--- config.mk ---
export PLATFORM = sky130hd
export DESIGN_NAME = fetch_top
export DESIGN_NICKNAME = d
export VERILOG_FILES = /design/src/verilog/fetch_pkg.sv /design/src/verilog/instr_decompressor.sv /design/src/verilog/fetch_stage.sv /design/src/verilog/branch_predictor.sv /design/src/verilog/predictor_config.sv /design/src/verilog/fetch_top.sv
export SDC_FILE = /design/constraint.sdc
export NUM_CORES = 1
export LEC_CHECK = 0
export BUFFER_PORTS_ARGS = -buffer_cell sky130_fd_sc_hd__buf_2
export CAP_MARGIN = 10
export CELL_PAD_IN_SITES_DETAIL_PLACEMENT = 1
export CELL_PAD_IN_SITES_GLOBAL_PLACEMENT = 1
export CORE_MARGIN = 2
export CORE_UTILIZATION = 52
export CTS_CLUSTER_DIAMETER = 120
export CTS_CLUSTER_SIZE = 28
export DETAILED_ROUTE_END_ITERATION = 8
export PLACE_DENSITY_LB_ADDON = 0.1
export SLEW_MARGIN = 5
export SYNTH_ARGS = -nofsm -noshare
export SYNTH_HDL_FRONTEND = slang
export SYNTH_HIERARCHICAL = 1
export SYNTH_SLANG_ARGS = --single-unit
--- constraint.sdc ---
create_clock -name clk -period 14.31 [get_ports clk]
set_input_delay 2.862 -clock clk [delete_from_list [all_inputs] [get_ports clk]]
set_output_delay 2.862 -clock clk [all_outputs]
set_load 0.02 [all_outputs]
--- src/verilog/fetch_pkg.sv ---
`default_nettype none

package fetch_pkg;

    typedef logic [31:0] addr_t;
    typedef logic [31:0] instr_t;
    typedef logic [15:0] half_t;

    // instruction classes that steer the PC
    typedef enum logic [1:0] {
        R_TYPE,
        B_TYPE,
        J_TYPE
    } encoding_t;

    typedef enum logic {
        PRED_STATIC_NT,
        PRED_DYNAMIC
    } pred_mode_t;

    // RV32I major opcodes
    localparam logic [6:0] OPC_LOAD   = 7'b0000011;
    localparam logic [6:0] OPC_OP_IMM = 7'b0010011;
    localparam logic [6:0] OPC_STORE  = 7'b0100011;
    localparam logic [6:0] OPC_OP     = 7'b0110011;
    localparam logic [6:0] OPC_LUI    = 7'b0110111;
    localparam logic [6:0] OPC_BRANCH = 7'b1100011;
    localparam logic [6:0] OPC_JALR   = 7'b1100111;
    localparam logic [6:0] OPC_JAL    = 7'b1101111;
    localparam logic [6:0] OPC_SYSTEM = 7'b1110011;

    // program end marker, fetch wraps back to address zero
    localparam instr_t END_INSTR = 32'h0000_1111;

endpackage

`default_nettype wire

--- src/verilog/instr_decompressor.sv ---
`default_nettype none

module instr_decompressor import fetch_pkg::*; (
    input  half_t  c_parcel,
    input  logic   is_compressed,
    output instr_t decompressed_instr,
    output logic   decompress_failed
);

    logic [1:0]  quadrant;
    logic [2:0]  funct3;
    logic [4:0]  rd;
    logic [4:0]  rs2;
    logic [4:0]  rd_p;
    logic [4:0]  rs1_p;
    logic [11:0] imm6_sx;
    logic [11:0] addi4spn_imm;
    logic [11:0] lw_imm;
    logic [11:0] lwsp_imm;
    logic [11:0] addi16sp_imm;
    logic [19:0] cj_field;
    logic [6:0]  cb_hi;
    logic [4:0]  cb_lo;
    logic [2:0]  alu_f3;
    instr_t      expanded;
    logic        illegal;

    assign quadrant = c_parcel[1:0];
    assign funct3   = c_parcel[15:13];
    assign rd       = c_parcel[11:7];
    assign rs2      = c_parcel[6:2];
    // three-bit register fields map onto x8..x15
    assign rd_p     = {2'b01, c_parcel[4:2]};
    assign rs1_p    = {2'b01, c_parcel[9:7]};

    assign imm6_sx      = {{6{c_parcel[12]}}, c_parcel[12], c_parcel[6:2]};
    assign addi4spn_imm = {2'b00, c_parcel[10:7], c_parcel[12:11], c_parcel[5], c_parcel[6],
                           2'b00};
    assign lw_imm       = {5'b0, c_parcel[5], c_parcel[12:10], c_parcel[6], 2'b00};
    assign lwsp_imm     = {4'b0, c_parcel[3:2], c_parcel[12], c_parcel[6:4], 2'b00};
    assign addi16sp_imm = {{3{c_parcel[12]}}, c_parcel[4:3], c_parcel[5], c_parcel[2],
                           c_parcel[6], 4'b0};

    // jal immediate field, already in instruction bit order
    assign cj_field = {c_parcel[12], c_parcel[8], c_parcel[10:9], c_parcel[6], c_parcel[7],
                       c_parcel[2], c_parcel[11], c_parcel[5:3], c_parcel[12],
                       {8{c_parcel[12]}}};
    assign cb_hi    = {{4{c_parcel[12]}}, c_parcel[6:5], c_parcel[2]};
    assign cb_lo    = {c_parcel[11:10], c_parcel[4:3], c_parcel[12]};

    always_comb begin
        case (c_parcel[6:5])
            2'b00:   alu_f3 = 3'b000;
            2'b01:   alu_f3 = 3'b100;
            2'b10:   alu_f3 = 3'b110;
            default: alu_f3 = 3'b111;
        endcase
    end

    always_comb begin
        expanded = '0;
        illegal  = 1'b0;
        case ({quadrant, funct3})
            // c.addi4spn, zero immediate covers the all-zero parcel
            5'b00_000: begin
                expanded = {addi4spn_imm, 5'd2, 3'b000, rd_p, OPC_OP_IMM};
                illegal  = (addi4spn_imm == '0);
            end
            5'b00_010: expanded = {lw_imm, rs1_p, 3'b010, rd_p, OPC_LOAD};
            5'b00_110: expanded = {lw_imm[11:5], rd_p, rs1_p, 3'b010, lw_imm[4:0], OPC_STORE};
            5'b01_000: expanded = {imm6_sx, rd, 3'b000, rd, OPC_OP_IMM};
            5'b01_001: expanded = {cj_field, 5'd1, OPC_JAL};
            5'b01_010: expanded = {imm6_sx, 5'd0, 3'b000, rd, OPC_OP_IMM};
            5'b01_011: begin
                if (rd == 5'd2) begin
                    expanded = {addi16sp_imm, 5'd2, 3'b000, 5'd2, OPC_OP_IMM};
                end else begin
                    expanded = {{14{c_parcel[12]}}, c_parcel[12], c_parcel[6:2], rd, OPC_LUI};
                end
                illegal = ({c_parcel[12], c_parcel[6:2]} == '0);
            end
            5'b01_100: begin
                case (c_parcel[11:10])
                    2'b00: begin
                        expanded = {7'b0, rs2, rs1_p, 3'b101, rs1_p, OPC_OP_IMM};
                        illegal  = c_parcel[12];
                    end
                    2'b01: begin
                        expanded = {7'b0100000, rs2, rs1_p, 3'b101, rs1_p, OPC_OP_IMM};
                        illegal  = c_parcel[12];
                    end
                    2'b10: expanded = {imm6_sx, rs1_p, 3'b111, rs1_p, OPC_OP_IMM};
                    default: begin
                        // sub/xor/or/and, the c[12] half is RV64 only
                        expanded = {(c_parcel[6:5] == 2'b00) ? 7'b0100000 : 7'b0, rd_p, rs1_p,
                                    alu_f3, rs1_p, OPC_OP};
                        illegal  = c_parcel[12];
                    end
                endcase
            end
            5'b01_101: expanded = {cj_field, 5'd0, OPC_JAL};
            5'b01_110,
            5'b01_111: expanded = {cb_hi, 5'd0, rs1_p, 2'b00, funct3[0], cb_lo, OPC_BRANCH};
            5'b10_000: begin
                expanded = {7'b0, rs2, rd, 3'b001, rd, OPC_OP_IMM};
                illegal  = c_parcel[12];
            end
            5'b10_010: begin
                expanded = {lwsp_imm, 5'd2, 3'b010, rd, OPC_LOAD};
                illegal  = (rd == 5'd0);
            end
            5'b10_100: begin
                if (!c_parcel[12]) begin
                    if (rs2 == 5'd0) begin
                        expanded = {12'b0, rd, 3'b000, 5'd0, OPC_JALR};
                        illegal  = (rd == 5'd0);
                    end else begin
                        expanded = {7'b0, rs2, 5'd0, 3'b000, rd, OPC_OP};
                    end
                end else if (rs2 == 5'd0) begin
                    if (rd == 5'd0) begin
                        expanded = {12'd1, 5'd0, 3'b000, 5'd0, OPC_SYSTEM};
                    end else begin
                        expanded = {12'b0, rd, 3'b000, 5'd1, OPC_JALR};
                    end
                end else begin
                    expanded = {7'b0, rs2, rd, 3'b000, rd, OPC_OP};
                end
            end
            5'b10_110: expanded = {4'b0, c_parcel[8:7], c_parcel[12], rs2, 5'd2, 3'b010,
                                   c_parcel[11:9], 2'b00, OPC_STORE};
            // floating point forms and the 32-bit quadrant
            default: illegal = 1'b1;
        endcase
    end

    assign decompressed_instr = (is_compressed && !illegal) ? expanded : '0;
    assign decompress_failed  = is_compressed && illegal;

endmodule

`default_nettype wire

--- src/verilog/fetch_stage.sv ---
`default_nettype none

module fetch_stage import fetch_pkg::*; #(
    parameter addr_t RESET_PC = '0
) (
    input  logic   clk,
    input  logic   reset_n,
    input  instr_t data,
    input  logic   pc_write,
    input  logic   pc_src,
    input  logic   jalr_flag,
    input  addr_t  jalr_target,
    input  logic   predict_taken,
    input  instr_t decompressed_instr,
    input  logic   decompress_failed_in,
    output addr_t  address,
    output instr_t instruction_out,
    output logic   if_id_flush,
    output logic   id_ex_flush,
    output addr_t  lookup_pc,
    output logic   update_valid,
    output addr_t  update_pc,
    output logic   update_taken,
    output half_t  c_parcel,
    output logic   is_compressed,
    output logic   decompress_failed
);

    // addi x0, x0, 0 while the upper half of a split word is awaited
    localparam instr_t NOP = {25'b0, OPC_OP_IMM};

    typedef enum logic {DIRECT, USE_BUFFER} state_t;

    state_t    state;
    state_t    state_next;
    addr_t     pc_reg;
    addr_t     pc_next;
    half_t     instr_buffer;
    instr_t    raw_instr;
    instr_t    instr;
    logic      instr_valid;
    logic      fetch_ok;
    encoding_t instr_type;
    addr_t     b_imm;
    addr_t     j_imm;
    addr_t     pc_seq;
    addr_t     br_target;
    logic      take_branch;
    logic      mispredict;
    logic      fix_taken;
    logic      fix_not_taken;

    // slot 1 holds the branch being resolved this cycle
    logic      br_valid [2];
    logic      br_pred  [2];
    addr_t     br_pc    [2];
    addr_t     br_alt   [2];

    always_comb begin
        c_parcel      = pc_reg[1] ? data[31:16] : data[15:0];
        is_compressed = 1'b0;
        instr_valid   = 1'b1;
        raw_instr     = data;
        if (state == USE_BUFFER) begin
            raw_instr = {data[15:0], instr_buffer};
        end else if (c_parcel[1:0] != 2'b11) begin
            is_compressed = 1'b1;
            raw_instr     = {16'b0, c_parcel};
        end else if (pc_reg[1]) begin
            // 32-bit instruction split across words
            instr_valid = 1'b0;
        end
    end

    assign instr = !instr_valid ? NOP : (is_compressed ? decompressed_instr : raw_instr);

    always_comb begin
        case (instr[6:0])
            OPC_BRANCH: instr_type = B_TYPE;
            OPC_JAL:    instr_type = J_TYPE;
            default:    instr_type = R_TYPE;
        endcase
    end

    assign b_imm = {{19{instr[31]}}, instr[31], instr[7], instr[30:25], instr[11:8], 1'b0};
    assign j_imm = {{11{instr[31]}}, instr[31], instr[19:12], instr[20], instr[30:21], 1'b0};

    assign pc_seq    = pc_reg + (is_compressed ? 32'd2 : 32'd4);
    assign br_target = pc_reg + b_imm;

    // resolution of the branch fetched two cycles back
    assign mispredict    = br_valid[1] && (pc_src != br_pred[1]);
    assign fix_taken     = mispredict && pc_src;
    assign fix_not_taken = mispredict && !pc_src;
    assign if_id_flush   = mispredict || jalr_flag;
    assign id_ex_flush   = fix_taken || fix_not_taken || jalr_flag;

    // the word fetched during a flush is on the wrong path
    assign fetch_ok    = instr_valid && !if_id_flush;
    assign take_branch = fetch_ok && (instr_type == B_TYPE) && predict_taken;

    always_comb begin
        if (fix_taken) begin
            pc_next = br_alt[1];
        end else if (take_branch) begin
            pc_next = br_target;
        end else if (fetch_ok && instr_type == J_TYPE) begin
            pc_next = pc_reg + j_imm;
        end else if (jalr_flag) begin
            pc_next = jalr_target;
        end else if (fix_not_taken) begin
            pc_next = br_alt[1];
        end else if (instr_valid && raw_instr == END_INSTR) begin
            pc_next = '0;
        end else if (instr_valid) begin
            pc_next = pc_seq;
        end else begin
            pc_next = pc_reg;
        end
    end

    always_comb begin
        state_next = state;
        if (if_id_flush || state == USE_BUFFER) begin
            state_next = DIRECT;
        end else if (!instr_valid) begin
            state_next = USE_BUFFER;
        end
    end

    always_ff @(posedge clk or negedge reset_n) begin
        if (!reset_n) begin
            pc_reg      <= RESET_PC;
            state       <= DIRECT;
            br_valid[0] <= 1'b0;
            br_valid[1] <= 1'b0;
            br_pred[0]  <= 1'b0;
            br_pred[1]  <= 1'b0;
        end else if (pc_write) begin
            pc_reg      <= pc_next;
            state       <= state_next;
            br_valid[0] <= fetch_ok && (instr_type == B_TYPE);
            br_valid[1] <= br_valid[0] && !if_id_flush;
            br_pred[0]  <= predict_taken;
            br_pred[1]  <= br_pred[0];
        end
    end

    always_ff @(posedge clk) begin
        if (pc_write) begin
            if (!instr_valid) begin
                instr_buffer <= c_parcel;
            end
            br_pc[0]  <= pc_reg;
            br_pc[1]  <= br_pc[0];
            // the path not followed at fetch, used on a mismatch
            br_alt[0] <= predict_taken ? pc_seq : br_target;
            br_alt[1] <= br_alt[0];
        end
    end

    assign address           = (state == USE_BUFFER) ? pc_reg + 32'd2 : pc_reg;
    assign instruction_out   = instr;
    assign lookup_pc         = pc_reg;
    assign update_valid      = br_valid[1] && pc_write;
    assign update_pc         = br_pc[1];
    assign update_taken      = pc_src;
    assign decompress_failed = decompress_failed_in;

    a_state_known: assert property (@(posedge clk) disable iff (!reset_n)
        !$isunknown(state));

    a_flush_pair: assert property (@(posedge clk) disable iff (!reset_n)
        if_id_flush == id_ex_flush);

endmodule

`default_nettype wire

--- src/verilog/branch_predictor.sv ---
`default_nettype none

module branch_predictor import fetch_pkg::*; #(
    parameter int PRED_ENTRIES = 64
) (
    input  logic       clk,
    input  logic       reset_n,
    input  pred_mode_t pred_mode,
    input  addr_t      lookup_pc,
    input  logic       update_valid,
    input  addr_t      update_pc,
    input  logic       update_taken,
    output logic       predict_taken
);

    localparam int IDX_W = $clog2(PRED_ENTRIES);
    localparam logic [1:0] WEAK_NT = 2'b01;

    typedef logic [IDX_W-1:0] idx_t;

    logic [1:0] counters [PRED_ENTRIES];
    idx_t       lookup_idx;
    idx_t       update_idx;
    logic [1:0] cnt_cur;

    // halfword bit skipped, entries are per word
    assign lookup_idx = lookup_pc[IDX_W+1:2];
    assign update_idx = update_pc[IDX_W+1:2];
    assign cnt_cur    = counters[update_idx];

    always_ff @(posedge clk or negedge reset_n) begin
        if (!reset_n) begin
            for (int i = 0; i < PRED_ENTRIES; i++) begin
                counters[i] <= WEAK_NT;
            end
        end else if (update_valid) begin
            // saturating two-bit counter
            if (update_taken && cnt_cur != 2'b11) begin
                counters[update_idx] <= cnt_cur + 2'd1;
            end else if (!update_taken && cnt_cur != 2'b00) begin
                counters[update_idx] <= cnt_cur - 2'd1;
            end
        end
    end

    assign predict_taken = (pred_mode == PRED_DYNAMIC) && counters[lookup_idx][1];

    a_update_pc_known: assert property (@(posedge clk) disable iff (!reset_n)
        update_valid |-> !$isunknown(update_pc));

endmodule

`default_nettype wire

--- src/verilog/predictor_config.sv ---
`default_nettype none

module predictor_config import fetch_pkg::*; (
    input  logic        clk,
    input  logic        reset_n,
    input  logic        cfg_write,
    input  logic [31:0] cfg_wdata,
    output pred_mode_t  pred_mode
);

    // bit 0 selects dynamic prediction
    always_ff @(posedge clk or negedge reset_n) begin
        if (!reset_n) begin
            pred_mode <= PRED_STATIC_NT;
        end else if (cfg_write) begin
            pred_mode <= cfg_wdata[0] ? PRED_DYNAMIC : PRED_STATIC_NT;
        end
    end

endmodule

`default_nettype wire

--- src/verilog/fetch_top.sv ---
`default_nettype none

module fetch_top import fetch_pkg::*; #(
    parameter int    PRED_ENTRIES = 64,
    parameter addr_t RESET_PC     = '0
) (
    input  logic        clk,
    input  logic        reset_n,
    output addr_t       address,
    input  instr_t      data,
    input  logic        pc_write,
    input  logic        pc_src,
    input  logic        jalr_flag,
    input  addr_t       jalr_target,
    output instr_t      instruction_out,
    output logic        if_id_flush,
    output logic        id_ex_flush,
    output logic        decompress_failed,
    input  logic        cfg_write,
    input  logic [31:0] cfg_wdata
);

    addr_t      lookup_pc;
    logic       predict_taken;
    logic       update_valid;
    addr_t      update_pc;
    logic       update_taken;
    pred_mode_t pred_mode;
    half_t      c_parcel;
    logic       is_compressed;
    instr_t     decompressed_instr;
    logic       dec_failed;

    fetch_stage #(
        .RESET_PC (RESET_PC)
    ) u_fetch (
        .clk                  (clk),
        .reset_n              (reset_n),
        .data                 (data),
        .pc_write             (pc_write),
        .pc_src               (pc_src),
        .jalr_flag            (jalr_flag),
        .jalr_target          (jalr_target),
        .predict_taken        (predict_taken),
        .decompressed_instr   (decompressed_instr),
        .decompress_failed_in (dec_failed),
        .address              (address),
        .instruction_out      (instruction_out),
        .if_id_flush          (if_id_flush),
        .id_ex_flush          (id_ex_flush),
        .lookup_pc            (lookup_pc),
        .update_valid         (update_valid),
        .update_pc            (update_pc),
        .update_taken         (update_taken),
        .c_parcel             (c_parcel),
        .is_compressed        (is_compressed),
        .decompress_failed    (decompress_failed)
    );

    instr_decompressor u_decomp (
        .c_parcel           (c_parcel),
        .is_compressed      (is_compressed),
        .decompressed_instr (decompressed_instr),
        .decompress_failed  (dec_failed)
    );

    branch_predictor #(
        .PRED_ENTRIES (PRED_ENTRIES)
    ) u_bp (
        .clk           (clk),
        .reset_n       (reset_n),
        .pred_mode     (pred_mode),
        .lookup_pc     (lookup_pc),
        .update_valid  (update_valid),
        .update_pc     (update_pc),
        .update_taken  (update_taken),
        .predict_taken (predict_taken)
    );

    predictor_config u_cfg (
        .clk       (clk),
        .reset_n   (reset_n),
        .cfg_write (cfg_write),
        .cfg_wdata (cfg_wdata),
        .pred_mode (pred_mode)
    );

endmodule

`default_nettype wire

* Word-level counts from Yosys, hierarchy flattened
Memory sizes are Yosys's and may differ from the RTL's.
Index checks and enable logic that the tools add are counted.
** Word-level totals
- Register bits :: 182
- Input port bits :: 102
- Logic and storage cells :: 205
- Output and inout port bits :: 67
- RAM bits :: 128
- Memories :: 2
** Memories
- u_fetch.br_alt :: depth 2, width 32, read ports 2, clocked after memory_dff 0, write ports 2, RTL line fetch_stage.sv:57 : addr_t br_alt [2];
- u_fetch.br_pc :: depth 2, width 32, read ports 2, clocked after memory_dff 0, write ports 2, RTL line fetch_stage.sv:56 : addr_t br_pc [2];
** Operators by class
- Order comparisons :: 3
- Equality and inequality tests :: 28
- Reduce and logical (&&, ||, !) cells :: 39
- Muxes and demuxes :: 52
- Bitwise operators :: 3
- Add/subtract/negate cells :: 6
** Operators with widths (count)
- $mux 32 :: 14
- $pmux 32 s14 :: 1
- $bwmux 128 :: 2
- $mux 128 :: 2
- $add 32x32->32 :: 3
- $pmux 32 s3 :: 1
- $mux 25 :: 3
- $eq 5x4->1 const B :: 8
- $add 32x2->32 const B :: 1
- $eq 32x13->1 const B :: 1
- $mux 29 :: 1
- $bmux 2 s6 :: 2
- $mux 21 :: 1
- $eq 5x5->1 const B :: 4
- $logic_and 1x1->1 :: 16
- $mux 16 :: 1
- $logic_not 5->1 :: 3
- $eq 7x7->1 const B :: 2
- $ge 7x7->1 const B :: 2
- $not 6->7 :: 2
- $mux 1 :: 13
- $demux 2 s6 :: 1
- $logic_not 12->1 :: 1
- $eq 5x2->1 const B :: 2
- other kinds (24) :: 44

* Depth between registers and ports, before layout
- Word-level depth :: 17
- Depth in mapped cells :: 29
- Depth with buffers taken out :: 22

* Hierarchy
The synthesis kept the hierarchy.
** By module, submodules not included
- fetch_stage :: instances 1, cells an instance 1387, seq. area each 5190.0 µm², area an instance 12931.2 µm²
- branch_predictor :: instances 1, cells an instance 546, seq. area each 3283.1 µm², area an instance 7005.5 µm²
- instr_decompressor :: instances 1, cells an instance 236, seq. area each 0.0 µm², area an instance 1331.3 µm²
- predictor_config :: instances 1, cells an instance 2, seq. area each 25.0 µm², area an instance 40.0 µm²

* Least setup slack after synthesis
Ideal clock, no wire load.
- Path type :: input to output
- Start :: input data[16]
- End :: output instruction_out[31]
- Slack :: 5.294 ns
- Path buffers :: 4
- Data required time :: 11.448 ns
- Stages :: 12
- Arrival :: 6.154 ns
- Path through :: buf_6 > nand2_1 > o21ai_0 > buf_4 > clkbuf_1 > buf_2 > nand2_1 > a21oi_1 > o21ai_0 > a21oi_1 > a22oi_1 > o21ai_0
** On the way
- Word-level cells in the longest chain between the ends :: 9
- Elaborated cells on any way between the ends :: 32
- Those cells by class :: eq/ne (15); mux (12); reduce/logical (5)
** Ends and longest elaborated chain
- start, declared :: RTL line fetch_top.sv:10 : input instr_t data,
- $mux 16 * :: RTL line fetch_stage.sv:60 : c_parcel = pc_reg[1] ? data[31:16] : data[15:0];
- net c_parcel[0] :: RTL line fetch_top.sv:29 : half_t c_parcel;
- $eq 5x2->1, or another cell as far along :: RTL line instr_decompressor.sv:63 : case ({quadrant, funct3})
- $reduce_or 9->1 (no line)
- $pmux 1 s7 :: RTL line instr_decompressor.sv:63
- $logic_not 1->1 :: RTL line instr_decompressor.sv:137 : assign decompressed_instr = (is_compressed && !illegal) ? expanded : '0;
- $logic_and 1x1->1 :: RTL line instr_decompressor.sv:137
- $mux 32 * :: RTL line instr_decompressor.sv:137
- net decompressed_instr[31] :: RTL line fetch_top.sv:31 : instr_t decompressed_instr;
- $mux 32 * (2 in a row) :: RTL line fetch_stage.sv:75 : assign instr = !instr_valid ? NOP : (is_compressed ? decompressed_instr : raw_instr);
- end, declared :: RTL line fetch_top.sv:15 : output instr_t instruction_out,
The timed path passes the listed nets; every way through them passes the cells marked *.

* Worst setup path in the final report
- Start :: input data[29]
- End :: output instruction_out[18]
Same word-level chain as after synthesis.

==> results.rst <==
.. list-table::
   :header-rows: 1

   * - Metric
     - Value
   * - Post-place instance area
     - 20400 µm²
   * - CTS root buffer
     - sky130_fd_sc_hd__clkbuf_16
   * - Maximum clock skew at final layout
     - around 0.042 ns
   * - Commonest cells after routing, fill and taps aside
     - sky130_fd_sc_hd__nand2_1, sky130_fd_sc_hd__nor2_1, sky130_fd_sc_hd__mux2_2
   * - Logic depth of the worst path, buffers included
     - 10
   * - Via-to-Cell Ratio
     - slightly below 7
   * - Switching power total
     - 1.08 mW
   * - Max stage delay cell, worst path
     - sky130_fd_sc_hd__o21ai_0
   * - Cells on worst reg2reg path
     - 19
   * - Number of warnings printed during yosys synthesis
     - 6
   * - Part of the total power dissipated in sequential elements
     - 38.5%
   * - Initial antenna violation count
     - 1
   * - Net switching fraction of the power
     - 42.9%
   * - Number of slew-limit violations in the final report
     - 0
   * - Setup_tns
     - 0 ns
   * - DP Cell Count
     - around 2600
   * - RSZ-0062 raised after global routing
     - no
   * - TritonCTS clock tree
     - built
   * - Proportion of power drawn by combinational gates
     - 44.3%
   * - Number of setup buffers added after CTS
     - 0
   * - Std cell rows
     - roughly 70
   * - Status
     - finished clean
   * - Die outline area
     - a little under 40000 µm²
   * - Post-route clock period utilization
     - 68.7%
   * - Global-route wire length before repair
     - 110000 µm
   * - DRC violations left
     - 0
   * - Final Core Density
     - 55.7%
   * - Insertion delay to the later sink of the worst-skew pair
     - 0.52 ns
   * - Post-synthesis average cell area
     - 9.36 µm²
   * - Via count of the first global-routing pass
     - 18200
   * - Final weighted congestion in routability-driven placement
     - about 0.94
   * - Remaining max-slew budget at the tightest pin
     - 23.5%
   * - Critical Path End Type
     - output pin
   * - Shortest clock period the worst path allows after layout
     - between 9 and 10 ns
   * - Start-to-end type of the worst setup path
     - in2out
   * - Clock sink total
     - 258
   * - Detailed Route Iter0 Violations
     - between 1500 and 2000
   * - Worst hold path type
     - reg2reg
   * - Fin cells
     - 2644
   * - GRT Overall Usage
     - a little under two fifths
   * - Area growth syn-to-layout
     - 6.19%
   * - Register Area
     - 7000 µm²
   * - Wire length reported by the detailed router
     - approximately 73000 µm
   * - Final setup violating endpoints
     - 0
   * - Launching element type of the critical path
     - input pin
   * - Power per unit of standard cell area
     - 121 nW/µm²
   * - Number of violations of the max-capacitance limit
     - 0
   * - Largest delay share family, worst path
     - compound AO/OA/AOI/OAI gates
   * - VDD IR-drop max
     - approximately 0.000095 V
   * - Die height
     - about 200 µm
   * - Maximum number of pins on one net before global-route repair
     - 92
   * - Final hold violation count
     - 0
   * - Syn nets
     - 2247
   * - NumNets Final
     - between 2000 and 2500
   * - Count of mapped cells out of synthesis
     - roughly 2100
   * - Total vias in the final route
     - 17900
   * - Number of nets with antenna violations after detailed routing
     - 0
   * - Maximum clock frequency
     - 102 MHz
   * - Maximum level of the CTS H-tree
     - 1
   * - Endpoint arrival time on the critical path
     - 6.97 ns
   * - Total overflow reported by the global router
     - 0
   * - Endpoint required time on the critical path
     - 11.45 ns
   * - Number of top-level design ports
     - 169
   * - Count of instances resized after the clock tree is built
     - 0
   * - Clock network fraction of design power
     - about 17%
   * - Area of the multi-input gates
     - 11700 µm²
   * - Quantity of hold-fixing buffers added after cts
     - 0
   * - Die X
     - 198 µm
   * - Average wire per standard cell
     - 27.5 µm
   * - Total iterations of the first detailed-routing run
     - 5
   * - Mapped cell area
     - 19600 µm²
   * - Starting utilization of the core area
     - 52.4%
   * - Slew of the pin with the lowest slew margin
     - approximately 1.1 ns
   * - Hold Path Stages
     - 0
   * - Fill cell count
     - roughly 4300
   * - Clock edge transition at the registers on the reported setup and hold paths
     - 0.12 ns
   * - Number of port buffers
     - 137
   * - Most frequent CP cell
     - sky130_fd_sc_hd__buf_2
   * - Detailed Place HPWL
     - 51000 µm
   * - Core outline area
     - 37400 µm²
   * - Series of cell instances along the critical path
     - buf_2, mux2_2, nor2_1, nand2_1, o32ai_1, nand4_2, a31oi_1, a21oi_1, o21ai_0, buf_2
   * - CP peak stage delay
     - 0.85 ns
   * - Total non-filler cell area in the finished layout
     - around 21000 µm²
   * - CTS buffer count
     - 13
   * - Fraction of layout cells with a size suffix above 1
     - 23.6%
   * - Crit path max fanout
     - 29
   * - Internal power component
     - around 1.4 mW
   * - Leakage Power
     - between 8 and 9 nW
   * - Buffer levels on the longest clock path
     - 3
   * - Buffers and inverters on the worst path
     - 2
==> power by group through the flow <==
stage	sequential [mW]	clock [mW]	combinational, mW
floorplan	0.937	0	0.774
global placement	0.975	0	1.05
detailed placement	0.981	0	1.08
CTS	0.967	0.441	1.09
global route	0.979	0.463	1.20
finish	0.971	0.434	1.12
==> final cells by class <==
class / instances / area share (%)
tap: 511 / 3.07
multi-input combinational: 1640 / 56.2
antenna: 1 / 0.0120
timing repair buffer: 170 / 4.53
clock buffer: 19 / 1.67
inverter: 43 / 0.775
sequential: 258 / 33.6
clock inverter: 2 / 0.120
==> metrics by stage <==
stage / hold WS (ns) / setup WS (ns) / power, mW
2_1_floorplan: 0.400 / 5.29 / 1.71
3_3_place_gp: 0.401 / 4.60 / 2.03
3_5_place_dp: 0.405 / 4.65 / 2.06
4_1_cts: 0.424 / 4.65 / 2.50
5_1_grt: 0.439 / 4.26 / 2.64
6_report: 0.415 / 4.48 / 2.52
==> final timing paths <==
check	from	slack [ns]	to
worst min register to register	u_fetch/br_pc[0][4]$_DFFE_PP_	0.42	u_fetch/br_pc[0][36]$_DFFE_PP_
max in group asynchronous	reset_n	10.30	u_bp/counters[73]$_DFFE_PN0P_
worst min-delay path	u_fetch/br_pc[0][4]$_DFFE_PP_	0.42	u_fetch/br_pc[0][36]$_DFFE_PP_
worst max-delay path	data[29]	4.48	instruction_out[18]
worst max register to register	u_fetch/lookup_pc[1]$_DFFE_PN0P_	6.57	u_fetch/lookup_pc[26]$_DFFE_PN0P_
min in group asynchronous	reset_n	2.44	u_bp/counters[1]$_DFFE_PN0P_
==> worst register-to-register path, stage by stage, from the launching register on <==
cell and delay [ns]:
sky130_fd_sc_hd__dfrtp_1 0.35, sky130_fd_sc_hd__buf_4 0.44, sky130_fd_sc_hd__mux2_2 0.64, sky130_fd_sc_hd__nor2_1 0.58, sky130_fd_sc_hd__nand2_1 0.21, sky130_fd_sc_hd__o32ai_1 0.30, sky130_fd_sc_hd__nand4_2 0.72, sky130_fd_sc_hd__a21oi_1 0.49
sky130_fd_sc_hd__a21oi_1 0.12, sky130_fd_sc_hd__o21ai_0 0.35, sky130_fd_sc_hd__ha_1 0.39, sky130_fd_sc_hd__a21oi_1 0.17, sky130_fd_sc_hd__o21ai_0 0.56, sky130_fd_sc_hd__a21oi_1 0.22, sky130_fd_sc_hd__o21ai_0 0.51, sky130_fd_sc_hd__o221ai_1 0.60
sky130_fd_sc_hd__o31ai_1 0.46, sky130_fd_sc_hd__xor2_1 0.14, sky130_fd_sc_hd__a211oi_1 0.31, sky130_fd_sc_hd__nor3_2 0.08
==> routing by layer <==
layer,part of all wire [%],global-route usage (%),vias to the layer above
met2,45,57.1,872
met3,8.3,6.64,184
met5,0,0,-
met1,42,50.8,9038
met4,4.3,15.3,0
li1,-,-,7835
(Power assumes the default switching activity.)
